### src/hdl/cpu_defs.svh
`ifndef CPU_DEFS_SVH
`define CPU_DEFS_SVH

// data memory geometry
// the array is indexed by pa[DRAM_AW+1:2] and higher address bits wrap
`define DRAM_WORDS 256
`define DRAM_AW    8

// architectural register file index width
`define REG_AW     5

`endif

### src/hdl/cpu_pkg.sv
`include "cpu_defs.svh"

package cpu_pkg;

    typedef logic [31:0]         u32_t;
    typedef logic [`REG_AW-1:0]  reg_idx_t;

    typedef enum logic [1:0] {
        BYTE      = 2'd0,
        HALF_WORD = 2'd1,
        WORD      = 2'd2
    } byte_type_t;

    // loongarch ecode numbering
    typedef enum logic [5:0] {
        ECODE_NONE = 6'h00,
        ECODE_ADEM = 6'h08,  // no mapping for the address
        ECODE_ALE  = 6'h09   // misaligned access
    } ecode_t;

    typedef enum logic [1:0] {
        DC_NOP = 2'd0,
        DC_R   = 2'd1,
        DC_W   = 2'd2
    } dc_op_t;

    // direct mapping window
    typedef struct packed {
        logic       plv0;
        logic [2:0] vseg;
        logic [2:0] pseg;
    } dmw_t;

    typedef struct packed {
        logic da;
        dmw_t dmw0;
        dmw_t dmw1;
    } csr_t;

    typedef struct packed {
        logic       valid;
        u32_t       pc;
        u32_t       ex_out;    // address for memory ops, alu result otherwise
        u32_t       rkd_data;  // store data
        logic       is_mem;
        logic       is_store;
        logic       is_signed;
        byte_type_t byte_type;
        logic       is_wr_rd;
        logic       is_wr_rd_pc_plus4;
        u32_t       pc_plus4;
        reg_idx_t   rd;
    } execute_memory1_pass_t;

    typedef struct packed {
        logic   valid;
        ecode_t ecode;
        u32_t   badv;
    } excp_pass_t;

    typedef struct packed {
        logic       valid;
        u32_t       pc;
        u32_t       ex_out;
        logic [1:0] addr_low;
        logic       is_mem;
        logic       is_store;
        logic       is_signed;
        byte_type_t byte_type;
        logic       is_wr_rd;
        logic       is_wr_rd_pc_plus4;
        u32_t       pc_plus4;
        reg_idx_t   rd;
    } memory1_memory2_pass_t;

    typedef struct packed {
        dc_op_t     op;
        byte_type_t byte_type;
        u32_t       pa;
        u32_t       wdata;  // already placed in its byte lanes
    } dcache_req_t;

    typedef struct packed {
        logic     valid;
        u32_t     pc;
        reg_idx_t rd;
        logic     is_wr_rd;
        u32_t     wr_data;
    } wb_pass_t;

    typedef struct packed {
        logic     valid;
        reg_idx_t idx;
    } load_use_t;

    typedef struct packed {
        logic     valid;
        reg_idx_t idx;
        u32_t     data;
    } forward_req_t;

endpackage

### src/hdl/memory2.sv
`timescale 1ns/1ns

module memory2 import cpu_pkg::*; (
    input  logic                  clk,
    input  logic                  rst_n,
    input  logic                  flush,
    input  logic                  next_rdy_in,
    input  u32_t                  rdata,
    input  memory1_memory2_pass_t pass_in,
    input  excp_pass_t            excp_pass_in,
    output logic                  rdy_in,
    output wb_pass_t              wb_out,
    output excp_pass_t            excp_out
);

    memory1_memory2_pass_t pass_in_r;
    excp_pass_t            excp_pass_in_r;

    logic mem2_flush;
    logic is_load;
    u32_t shifted;
    u32_t ld_data;

    always_ff @(posedge clk or negedge rst_n) begin
        if (!rst_n) begin
            pass_in_r.valid <= 1'b0;
        end else if (rdy_in) begin
            pass_in_r      <= pass_in;
            excp_pass_in_r <= excp_pass_in;
        end
    end

    assign mem2_flush = flush | ~pass_in_r.valid;
    assign rdy_in     = mem2_flush | next_rdy_in;

    assign is_load = pass_in_r.is_mem & ~pass_in_r.is_store;

    // bring the addressed lane down to bit 0
    assign shifted = rdata >> {pass_in_r.addr_low, 3'b000};

    always_comb begin
        case (pass_in_r.byte_type)
            BYTE: begin
                ld_data = {{24{pass_in_r.is_signed & shifted[7]}}, shifted[7:0]};
            end
            HALF_WORD: begin
                ld_data = {{16{pass_in_r.is_signed & shifted[15]}}, shifted[15:0]};
            end
            default: ld_data = rdata;
        endcase
    end

    assign wb_out.valid    = ~mem2_flush;
    assign wb_out.pc       = pass_in_r.pc;
    assign wb_out.rd       = pass_in_r.rd;
    assign wb_out.is_wr_rd = pass_in_r.is_wr_rd & ~excp_pass_in_r.valid;
    assign wb_out.wr_data  = pass_in_r.is_wr_rd_pc_plus4 ? pass_in_r.pc_plus4 :
                             is_load                     ? ld_data            :
                                                           pass_in_r.ex_out;

    assign excp_out.valid = ~mem2_flush & excp_pass_in_r.valid;
    assign excp_out.ecode = excp_pass_in_r.ecode;
    assign excp_out.badv  = excp_pass_in_r.badv;

endmodule

### config.mk
export PLATFORM = sky130hd
export DESIGN_NAME = memory2
export DESIGN_NICKNAME = d
export VERILOG_FILES = /design/src/hdl/cpu_pkg.sv /design/src/hdl/memory2.sv
export VERILOG_INCLUDE_DIRS = /design/src /design/src/hdl
export SDC_FILE = /design/constraint.sdc
export NUM_CORES = 1
export LEC_CHECK = 0
export BUFFER_PORTS_ARGS = -buffer_cell sky130_fd_sc_hd__buf_2
export CORE_ASPECT_RATIO = 1.2
export CORE_MARGIN = 1.5
export CORE_UTILIZATION = 35
export DETAILED_ROUTE_END_ITERATION = 8
export MAX_ROUTING_LAYER = met4
export PLACE_DENSITY = 0.62
export SLEW_MARGIN = 30
export SYNTH_ARGS = -nofsm -noshare
export SYNTH_HDL_FRONTEND = slang
export SYNTH_SLANG_ARGS = --single-unit
### constraint.sdc
create_clock -name clk -period 14.5 [get_ports clk]
set_clock_uncertainty 0.2 [all_clocks]
set_input_delay 4.35 -clock clk [delete_from_list [all_inputs] [get_ports clk]]
set_output_delay 4.35 -clock clk [all_outputs]
set_load 0.01 [all_outputs]
==> impl_metrics.csv <==
group,metric,value,unit
clock_network,clock-sinks,150,
finish,finalInstanceArea,8200,um2
critical_path,crit_path_top_delay_cell,"or4b_1",
power,power_frac_comb,0.106,
timing,finalSetupViolCount,0,
route,first_iter_violations,276,
clock_network,ctsResizeCount,0,
synth,seq_area_frac_synth,0.696,
power,p_int,792,uW
route,antenna_left,0,
synth,yosys_warnings,0,
power,pwr-share-seq,0.487,
place,placed_cell_area,7590,um2
finish,syn_to_final_growth,27.0,%
clock_network,clockBufferDepth,2,
timing,period_minus_slack,10.34,ns
critical_path,r2r_start,"pass_in_r[110]",
route,firstDrtPassIters,5,
synth,syn_area,6460,um2
critical_path,cpMostUsedCell,"buf_2",
timing,hold_violations,0,
critical_path,crit_type,"primary input to primary output",
floorplan,die_y,152,um
critical_path,end_kind,"primary output",
place,gp_congestion,0.938,
critical_path,worst_ep_arrival_time,5.79,ns
place,hpwlAfterDp,13.3,mm
route,num_vias,4339,
synth,yosysMostFrequentCell,"edfxtp_1",
critical_path,max_stage_delay,0.42,ns
place,dpl.cell_count,861,
synth,ys_top_cells_by_area,"edfxtp_1 (69%), buf_4 (8.7%), a21oi_1 (2.4%), o211ai_2 (1.9%), mux2i_1 (1.5%)",
synth,syn_area_per_cell,14.8,um2
run_status,outcome,"complete, no violations",
timing,tightest_slew,0.811,ns
floorplan,start_util,0.357,
critical_path,path_cells,"buf_2, or4b_1, o21ai_1, o2111ai_4, o211ai_1, buf_2",
timing,finalCritPeriodShare,0.713,
global_route,antenna_found_initial,2,
global_route,grt_start_max_net_pins,83,
floorplan,core-area,18100,um2
route,drt-total-wl,17.2,mm
clock_network,cts_tree,"done",
synth,mappedNetlistNets,622,
timing,fin_hold_ws,0.835,ns
global_route,grt_usage,0.182,
clock_network,clock_latency,0.41,ns
finish,n_fill_cell,1701,
timing,drv_slew,0,
critical_path,timing.rr.end,"pass_in_r[68]",
job,maxCapViolCount,0,
synth,synthFlopType,"edfxtp_1",
clock_network,postCtsSetupBuffers,0,
clock_network,numCtsBuffers,17,
global_route,gr-total-overflow,0,
power,ir_worst_vdd,0.0736,mV
critical_path,critical_path_required,9.95,ns
power,sw_frac_of_total,0.254,
clock_network,h-tree-depth,4,
floorplan,dieArea,19300,um2
floorplan,ios,297,
global_route,grt_pass1_vias,4629,
finish,regArea,4500,um2
critical_path,rr_worst_depth,4,
critical_path,r2r_slack,12.24,ns
min_path,whs_endpoint,"pass_in_r[110]",
global_route,grt_pass1_wl,25.3,mm
clock_network,clkTransAtPathRegs,0.07,ns
floorplan,die_w,127,um
route,avgRoutedWirePerCell,19.2,um
synth,synth-async-reset-ratio,0.00667,
power,switchingPower,269,uW
timing,fmax,96.7,MHz
clock_network,cts_root_buf,"clkbuf_16",
power,power.density,129,nW/um2
route,viasPerCell,4.84,
finish,drive_gt1_frac,0.531,
min_path,worstHoldPathType,"register to register",
floorplan,rows,54,
synth,synth_area_leader_cell,"edfxtp_1",
critical_path,start_kind,"primary input",
critical_path,crit_fanout,16,
critical_path,crit_buf_inv,2,
timing,relSlewSlack,0.460,
timing,timing.setup.tns,0,ns
synth,synth_edf_count,149,
min_path,hold_path_startpoint,"pass_in_r[110]",
synth,synth_common_cells,"edfxtp_1 (149), buf_4 (75), a21oi_1 (31)",
synth,synthCells,436,
finish,multi_input_area,1250,um2
synth,ys_types,38,
critical_path,cp_top_family,"compound AO/OA/AOI/OAI gates",
route,drc,0,
clock_network,ctsHoldBuffers,0,
synth,synth_top_area_frac,0.693,
place,port_buffers,296,
synth,ys_seq_elements,150,
finish,fin_cells,896,
power,p_leak,3.48,nW
power,p_clk_frac,0.407,
min_path,hold_depth,3,
timing,rsz0062_at_grt,"false",
finish,final_nets,843,
-- cell usage in the layout (no fill, tap or decap), types with 9 or more instances in the layout --
master	count
mux2i_1	10
nor3_1	9
and3_1	15
o211ai_2	10
nor2_1	11
nor2b_1	10
a221oi_1	9
buf_2	296
a21oi_1	31
edfxtp_1	149
clkbuf_16	17
nand2_1	18
inv_1	12
-- worst reg2reg max path, delay by kind of cell (launching register included) --
kind,cells,cell delay (ns)
buf+inv,1,0.67
flops,1,0.36
simple gates,3,0.60
-- through the flow --
| stage | total power, mW | util | setup slack (ns) |
|---|---|---|---|
| after floorplan | 0.597 | - | 2.47 |
| after global placement | 0.637 | 0.419 | 4.20 |
| after detailed placement | 0.640 | 0.419 | 4.16 |
| after CTS | 1.08 | 0.452 | 4.15 |
| after global routing | 1.10 | 0.453 | 4.05 |
| final | 1.06 | 0.453 | 4.16 |
-- kinds of logic after synthesis --
kind of cell | count (synthesis) | synth area share
flops | 150 | 0.696
buf+inv | 111 | 0.112
compound gates | 86 | 0.109
simple gates | 77 | 0.0641
mux | 11 | 0.0172
xor+xnor | 1 | 0.00136
-- area by class of cell --
cell class,count,area share
well taps,224,0.0342
repair buffers,301,0.187
multi-input cells,175,0.153
flip-flops and latches,150,0.549
clock inverters,14,0.0185
clock buffers,18,0.0535
diodes,2,0.000610
inverters,12,0.00549
-- registers in the layout, summed over array words and instances (netlist names) --
register        flops
excp_pass_in_r      1
pass_in_r          74
wb_out             37
excp_out           38
-- worst max-delay path by stage --
stage,cells past startpoint,slack (ns),startpoint,end
2_1_floorplan,3,2.47,flush,excp_out[0]
3_3_place_gp,6,4.20,rdata[7],wb_out[19]
3_5_place_dp,6,4.16,rdata[7],wb_out[18]
4_1_cts,6,4.15,rdata[7],wb_out[19]
5_1_grt,6,4.05,rdata[31],wb_out[20]
6_report,6,4.16,rdata[7],wb_out[17]
-- per-layer routing --
| layer | up-vias | track usage | wire length [um] |
|---|---|---|---|
| met5 | - | - | 0 |
| met4 | 0 | 0.0687 | 459 |
| met3 | 22 | 0.0641 | 1510 |
| met2 | 232 | 0.312 | 8770 |
| met1 | 2066 | 0.193 | 6460 |
| li1 | 2019 | - | - |
-- power groups by stage --
stage | registers (mW) | clock network, mW | logic (mW)
5_1_grt | 0.519 | 0.460 | 0.123
6_report | 0.517 | 0.432 | 0.113
2_1_floorplan | 0.527 | 0 | 0.0697
4_1_cts | 0.518 | 0.444 | 0.113
3_5_place_dp | 0.527 | 0 | 0.113
3_3_place_gp | 0.527 | 0 | 0.110
Power figures use the tool's default switching activity.
