<file path="src/hdl/cpu_defs.svh">
`ifndef CPU_DEFS_SVH
`define CPU_DEFS_SVH

// data memory geometry
// the array is indexed by pa[DRAM_AW+1:2] and higher address bits wrap
`define DRAM_WORDS 256
`define DRAM_AW    8

// architectural register file index width
`define REG_AW     5

`endif

</file>
<file path="src/hdl/cpu_pkg.sv">
`include "cpu_defs.svh"

package cpu_pkg;

    typedef logic [31:0]         u32_t;
    typedef logic [`REG_AW-1:0]  reg_idx_t;

    typedef enum logic [1:0] {
        BYTE      = 2'd0,
        HALF_WORD = 2'd1,
        WORD      = 2'd2
    } byte_type_t;

    // loongarch ecode numbering
    typedef enum logic [5:0] {
        ECODE_NONE = 6'h00,
        ECODE_ADEM = 6'h08,  // no mapping for the address
        ECODE_ALE  = 6'h09   // misaligned access
    } ecode_t;

    typedef enum logic [1:0] {
        DC_NOP = 2'd0,
        DC_R   = 2'd1,
        DC_W   = 2'd2
    } dc_op_t;

    // direct mapping window
    typedef struct packed {
        logic       plv0;
        logic [2:0] vseg;
        logic [2:0] pseg;
    } dmw_t;

    typedef struct packed {
        logic da;
        dmw_t dmw0;
        dmw_t dmw1;
    } csr_t;

    typedef struct packed {
        logic       valid;
        u32_t       pc;
        u32_t       ex_out;    // address for memory ops, alu result otherwise
        u32_t       rkd_data;  // store data
        logic       is_mem;
        logic       is_store;
        logic       is_signed;
        byte_type_t byte_type;
        logic       is_wr_rd;
        logic       is_wr_rd_pc_plus4;
        u32_t       pc_plus4;
        reg_idx_t   rd;
    } execute_memory1_pass_t;

    typedef struct packed {
        logic   valid;
        ecode_t ecode;
        u32_t   badv;
    } excp_pass_t;

    typedef struct packed {
        logic       valid;
        u32_t       pc;
        u32_t       ex_out;
        logic [1:0] addr_low;
        logic       is_mem;
        logic       is_store;
        logic       is_signed;
        byte_type_t byte_type;
        logic       is_wr_rd;
        logic       is_wr_rd_pc_plus4;
        u32_t       pc_plus4;
        reg_idx_t   rd;
    } memory1_memory2_pass_t;

    typedef struct packed {
        dc_op_t     op;
        byte_type_t byte_type;
        u32_t       pa;
        u32_t       wdata;  // already placed in its byte lanes
    } dcache_req_t;

    typedef struct packed {
        logic     valid;
        u32_t     pc;
        reg_idx_t rd;
        logic     is_wr_rd;
        u32_t     wr_data;
    } wb_pass_t;

    typedef struct packed {
        logic     valid;
        reg_idx_t idx;
    } load_use_t;

    typedef struct packed {
        logic     valid;
        reg_idx_t idx;
        u32_t     data;
    } forward_req_t;

endpackage

</file>
<file path="src/hdl/addr_trans.sv">
`timescale 1ns/1ns

module addr_trans import cpu_pkg::*; (
    input  logic       en,
    input  u32_t       va,
    input  byte_type_t byte_type,
    input  csr_t       rd_csr,
    output u32_t       pa,
    output excp_pass_t excp
);

    logic hit0, hit1;
    logic misalign;

    function automatic logic win_hit(input dmw_t dmw, input logic [2:0] seg);
        return dmw.plv0 && (dmw.vseg == seg);
    endfunction

    assign hit0 = win_hit(rd_csr.dmw0, va[31:29]);
    assign hit1 = win_hit(rd_csr.dmw1, va[31:29]);

    // dmw0 has priority when both windows match
    always_comb begin
        if (rd_csr.da) begin
            pa = va;
        end else if (hit0) begin
            pa = {rd_csr.dmw0.pseg, va[28:0]};
        end else if (hit1) begin
            pa = {rd_csr.dmw1.pseg, va[28:0]};
        end else begin
            pa = va;  // unmapped, flagged below
        end
    end

    always_comb begin
        case (byte_type)
            HALF_WORD: misalign = va[0];
            WORD:      misalign = |va[1:0];
            default:   misalign = 1'b0;
        endcase
    end

    always_comb begin
        excp.valid = 1'b0;
        excp.ecode = ECODE_NONE;
        excp.badv  = va;
        if (en) begin
            if (misalign) begin
                excp.valid = 1'b1;
                excp.ecode = ECODE_ALE;
            end else if (!rd_csr.da && !hit0 && !hit1) begin
                excp.valid = 1'b1;
                excp.ecode = ECODE_ADEM;
            end
        end
    end

endmodule

</file>
<file path="src/hdl/memory1.sv">
`timescale 1ns/1ns

module memory1 import cpu_pkg::*; (
    input  logic                  clk,
    input  logic                  rst_n,
    input  logic                  flush,
    input  logic                  next_rdy_in,
    input  logic                  dcache_busy,
    input  csr_t                  rd_csr,
    input  execute_memory1_pass_t pass_in,
    input  excp_pass_t            excp_pass_in,
    output logic                  rdy_in,
    output load_use_t             ld_use,
    output forward_req_t          fwd_req,
    output dcache_req_t           dcache_req,
    output memory1_memory2_pass_t pass_out,
    output excp_pass_t            excp_pass_out
);

    execute_memory1_pass_t pass_in_r;
    excp_pass_t            excp_pass_in_r;

    logic       mem1_flush, mem1_stall, busy_stall;
    logic       rdy_out;
    logic       req_fire;
    u32_t       pa;
    u32_t       st_data;
    excp_pass_t addr_excp;

    always_ff @(posedge clk or negedge rst_n) begin
        if (!rst_n) begin
            pass_in_r.valid <= 1'b0;
        end else if (rdy_in) begin
            pass_in_r      <= pass_in;
            excp_pass_in_r <= excp_pass_in;
        end
    end

    assign mem1_flush = flush | ~pass_in_r.valid;
    assign busy_stall = pass_in_r.is_mem & dcache_busy;
    assign mem1_stall = ~next_rdy_in | busy_stall;

    assign rdy_in  = mem1_flush | ~mem1_stall;
    assign rdy_out = ~mem1_flush & ~mem1_stall;

    // hazard info for the issue side
    assign ld_use.valid = pass_in_r.is_mem & ~pass_in_r.is_store & ~mem1_flush;
    assign ld_use.idx   = pass_in_r.rd;

    assign fwd_req.valid = pass_in_r.is_wr_rd & ~mem1_flush;
    assign fwd_req.idx   = pass_in_r.rd;
    assign fwd_req.data  = pass_in_r.is_wr_rd_pc_plus4 ? pass_in_r.pc_plus4 : pass_in_r.ex_out;

    addr_trans u_addr_trans (
        .en        (~mem1_flush & pass_in_r.is_mem),
        .va        (pass_in_r.ex_out),
        .byte_type (pass_in_r.byte_type),
        .rd_csr    (rd_csr),
        .pa        (pa),
        .excp      (addr_excp)
    );

    // one request per item, only on the edge it moves to memory2
    assign req_fire = rdy_out & pass_in_r.is_mem & ~excp_pass_in_r.valid & ~addr_excp.valid;

    always_comb begin
        st_data = pass_in_r.rkd_data;
        case (pass_in_r.byte_type)
            BYTE:      st_data[pa[1:0]*8 +: 8] = pass_in_r.rkd_data[7:0];
            HALF_WORD: st_data[pa[1]*16 +: 16] = pass_in_r.rkd_data[15:0];
            default: ;
        endcase
    end

    assign dcache_req.op        = !req_fire          ? DC_NOP :
                                  pass_in_r.is_store ? DC_W   : DC_R;
    assign dcache_req.byte_type = pass_in_r.byte_type;
    assign dcache_req.pa        = pa;
    assign dcache_req.wdata     = st_data;

    assign pass_out.valid             = rdy_out;
    assign pass_out.pc                = pass_in_r.pc;
    assign pass_out.ex_out            = pass_in_r.ex_out;
    assign pass_out.addr_low          = pa[1:0];
    assign pass_out.is_mem            = pass_in_r.is_mem;
    assign pass_out.is_store          = pass_in_r.is_store;
    assign pass_out.is_signed         = pass_in_r.is_signed;
    assign pass_out.byte_type         = pass_in_r.byte_type;
    assign pass_out.is_wr_rd          = pass_in_r.is_wr_rd;
    assign pass_out.is_wr_rd_pc_plus4 = pass_in_r.is_wr_rd_pc_plus4;
    assign pass_out.pc_plus4          = pass_in_r.pc_plus4;
    assign pass_out.rd                = pass_in_r.rd;

    // earlier stage exception wins over translation
    always_comb begin
        excp_pass_out = addr_excp;
        if (excp_pass_in_r.valid) begin
            excp_pass_out = excp_pass_in_r;
        end
        if (!rdy_out) begin
            excp_pass_out.valid = 1'b0;
        end
    end

endmodule

</file>
<file path="config.mk">
export PLATFORM = sky130hd
export DESIGN_NAME = memory1
export DESIGN_NICKNAME = d
export VERILOG_FILES = /design/src/hdl/cpu_pkg.sv /design/src/hdl/addr_trans.sv /design/src/hdl/memory1.sv
export VERILOG_INCLUDE_DIRS = /design/src /design/src/hdl
export SDC_FILE = /design/constraint.sdc
export NUM_CORES = 1
export LEC_CHECK = 0
export ABC_AREA = 1
export BUFFER_PORTS_ARGS = -buffer_cell sky130_fd_sc_hd__buf_2
export CORE_AREA = 2 2 178 180
export CTS_CLUSTER_SIZE = 25
export DETAILED_ROUTE_END_ITERATION = 6
export DIE_AREA = 0 0 180 182
export GPL_TIMING_DRIVEN = 0
export PLACE_DENSITY_LB_ADDON = 0.2
export SLEW_MARGIN = 20
export SYNTH_ARGS = -nofsm -noshare
export SYNTH_HDL_FRONTEND = slang
export SYNTH_SLANG_ARGS = --single-unit
</file>
<file path="constraint.sdc">
create_clock -name clk -period 21.2 [get_ports clk]
set_clock_uncertainty 0.2 [all_clocks]
set_input_delay 2.12 -clock clk [delete_from_list [all_inputs] [get_ports clk]]
set_output_delay 2.12 -clock clk [all_outputs]
set_load 0.05 [all_outputs]
</file>
==> flow_metrics.env <==
export IMPL_status="complete, no violations"
export IMPL_drc=0
export IMPL_clk_pin_slew_ps=70
export IMPL_synth_top_cell_by_area="edfxtp_1"
export IMPL_cp_arrival_ps=3440
export IMPL_yosys_area_share_simple_pct=8.48
export IMPL_seq_area_um2=5400
export IMPL_htree_levels=4
export IMPL_finalNetCount=1456
export IMPL_die_area_um2=32800
export IMPL_grt_start_max_net_pins=23
export IMPL_synth_cell_type_count=27
export IMPL_dr_pass1_iters=5
export IMPL_crit_type="in -> out"
export IMPL_syn_inst=757
export IMPL_dp_cells=1631
export IMPL_synth_top_cell_area_share_pct=62.9
export IMPL_synthToLayoutAreaGrowth_pct=43.1
export IMPL_ant_nets=0
export IMPL_finalInstanceArea_um2=12200
export IMPL_cp_max_fo=4
export IMPL_num_vias=6898
export IMPL_cts_setup_buffers=0
export IMPL_io_pins=463
export IMPL_syn_area_per_cell_um2=11.3
export IMPL_antenna_found_initial=6
export IMPL_start_kind="input port"
export IMPL_dpl_cell_area_um2=11600
export IMPL_path_cells="buf_2 > nor2_1 > nand2_1 > nor3_1 > nand2_2 > nor2_1 > buf_2"
export IMPL_required_ps=18880
export IMPL_cts_tree="yes"
export IMPL_final_core_util_pct=39.5
export IMPL_fillers=3090
export IMPL_wl_um=28800
export IMPL_final_setup_viol_count=0
export IMPL_rows=65
export IMPL_clock_latency_ps=430
export IMPL_synth_top_flop_cell="edfxtp_1"
export IMPL_use_met1_pct=18.3
export IMPL_setup_ws_ps=15440
export IMPL_rsz0062_at_grt="no"
export IMPL_p_leak_uw=0.00588
export IMPL_ys_top_cells_by_area="edfxtp_1 (63%), buf_4 (13%), nand2_1 (5.8%), o21ai_0 (4.3%), inv_1 (3.9%)"
export IMPL_grt_met3_usage_pct=7.96
export IMPL_routabilityCongestion=0.852
export IMPL_grt_util_all_layers_pct=17.3
export IMPL_dp_hpwl_um=23100
export IMPL_drt_vias_per_instance=4.14
export IMPL_synth_compound_area_share_pct=8.52
export IMPL_post_cts_resized=0
export IMPL_syn_num_nets=965
export IMPL_min_period_ps=5760
export IMPL_irDropWorstVdd_v=0.0000748
export IMPL_synth_top_family_by_area="buffers and inverters"
export IMPL_yosysWarnings=0
export IMPL_cts_made_buffers=17
export IMPL_hold_viol_final=0
export IMPL_die_width_um=180
export IMPL_hold_class="reg -> reg"
export IMPL_core_area_um2=31000
export IMPL_ys_seq_area_share_pct=63.2
export IMPL_clkSinkCount=180
export IMPL_synthAdderAreaFrac_pct=1.17
export IMPL_syn_cell_area_um2=8550
export IMPL_report_power_total_uw=1030
export IMPL_synth_enable_flop_cells=179
export IMPL_pwr_density_cell_nw_per_um2=83.8
export IMPL_ctsRootBufferMaster="clkbuf_16"
export IMPL_grt_pass1_vias=7017
export IMPL_die_h_um=182
export IMPL_slowest_stage="nor2_1"
export IMPL_pre_cts_ws_ps=15450
export IMPL_report_final_slew_viol_count=0
export IMPL_period_share_pct=27.2
export IMPL_synth_mux_area_share_pct=0
export IMPL_cts_hold_fix_buffers=0
export IMPL_cts_buffer_depth=2
export IMPL_io_buffer_count=462
export IMPL_layout_cells_non_filler=1668
export IMPL_clock_fmax_ghz=0.174
export IMPL_ys_seq_elements=180
export IMPL_async_flop_share_pct=0.556
export IMPL_avgRoutedWirePerCell_um=17.3
export IMPL_maxCapViolations=0
export IMPL_drt_iter0_markers=364
export IMPL_yosys_top_cells_count="edfxtp_1 (179), buf_4 (153), nand2_1 (132), inv_1 (88), o21ai_0 (74)"
export IMPL_grt_met2_usage_pct=30.8
export IMPL_slew_headroom_pct=52.7
export IMPL_critPathMaxStageDelay_ps=320
export IMPL_grt_pass1_wl_um=42300
export IMPL_synthXorXnorAreaFrac_pct=0
export IMPL_end_kind="primary output"
export IMPL_top_usage_layer="met2"
export IMPL_final_layout_size_suffix_gt1_share_pct=54.1
export IMPL_worst_pin_slew_ps=708
export IMPL_multi_input_area_um2=1560
export IMPL_overflow=0
export IMPL_synth_most_common_cell="edfxtp_1"
export IMPL_start_util_pct=27.6
==> logic make-up (layout without fill, tap and decap cells) <==
kind of cell / count (synthesis) / in the layout
AND/OR/NAND/NOR: 176 / 176
AO/OA/AOI/OAI: 124 / 124
other: 0 / 5
adder cells (fa/ha/maj): 8 / 8
buffers and inverters: 269 / 773
flip-flops: 180 / 180
==> per-stage QoR <==
| step | hold slack (ps) | TNS [ps] |
|---|---|---|
| 2_1_floorplan | 718 | 0 |
| 3_3_place_gp | 420 | -435010 |
| 3_5_place_dp | 468 | 0 |
| 4_1_cts | 483 | 0 |
| 5_1_grt | 568 | 0 |
| 6_report | 479 | 0 |
==> final timing paths <==
kind,from,end,slack [ps],depth (start not counted)
worst max-delay path,flush,dcache_req[66],15440,7
worst min-delay path,pass_in_r[140],pass_in_r[140],480,4
max in group asynchronous,rst_n,pass_in_r[140],19460,1
min in group asynchronous,rst_n,pass_in_r[140],1250,1
worst min register to register,pass_in_r[140],pass_in_r[140],480,4
worst max register to register,pass_out[43],excp_pass_in_r[16],18460,8
==> layout make-up <==
cell class,count,share of cell area [%]
repair buffers,472,21.0
plain buffers,177,10.2
clock inverters,15,1.38
multi-input cells,308,12.8
inverters,92,2.82
clock buffers,17,3.48
flip-flops and latches,180,44.2
diodes,5,0.102
well taps,402,4.11
==> report_power, final <==
group / internal [µW] / switching [µW]
Combinational: 75.1 / 192
Sequential: 418 / 10.9
Clock: 178 / 152
==> per-layer routing <==
metal	up-vias	share of wire, %
li1	3394	-
met1	3161	37
met2	316	51
met3	25	10
met4	2	1.7
met5	-	0.038
==> cells in the final DEF, fill, tap and decap left out <==
cell | Yosys | routed
inv_8 | 0 | 4
o21ai_0 | 74 | 74
o221ai_1 | 16 | 16
buf_16 | 0 | 8
clkinvlp_4 | 0 | 2
o22ai_1 | 24 | 24
buf_4 | 153 | 153
a22oi_1 | 2 | 2
nor2_1 | 17 | 17
buf_1 | 4 | 4
a21boi_4 | 0 | 1
a21oi_1 | 1 | 1
nor3_1 | 1 | 1
nand2_1 | 132 | 132
nor2_4 | 1 | 1
buf_2 | 7 | 469
dfrtp_1 | 1 | 1
inv_2 | 4 | 4
a211oi_2 | 1 | 1
diode_2 | 0 | 5
clkinv_1 | 0 | 1
clkbuf_1 | 13 | 13
inv_1 | 88 | 88
edfxtp_1 | 179 | 179
nand3_1 | 13 | 13
ha_1 | 8 | 8
inv_6 | 0 | 4
buf_8 | 0 | 2
nand2_4 | 1 | 1
clkbuf_16 | 0 | 17
bufinv_16 | 0 | 2
o21ai_1 | 4 | 4
clkinv_2 | 0 | 2
nor2_2 | 3 | 3
nand2_2 | 7 | 7
o31ai_1 | 1 | 1
nand3_2 | 1 | 1
==> state kept, by name, summed over array words and instances, names as in the netlist <==
signal          cells
pass_out          101
excp_pass_in_r     39
pass_in_r          33
fwd_req             5
dcache_req          2
==> critical path: cells and delay by family <==
family | cells | cell delay, ps
and+or+nand+nor | 5 | 950
buffers and inverters | 2 | 380
Note: power is estimated with default switching activity, not from simulation.
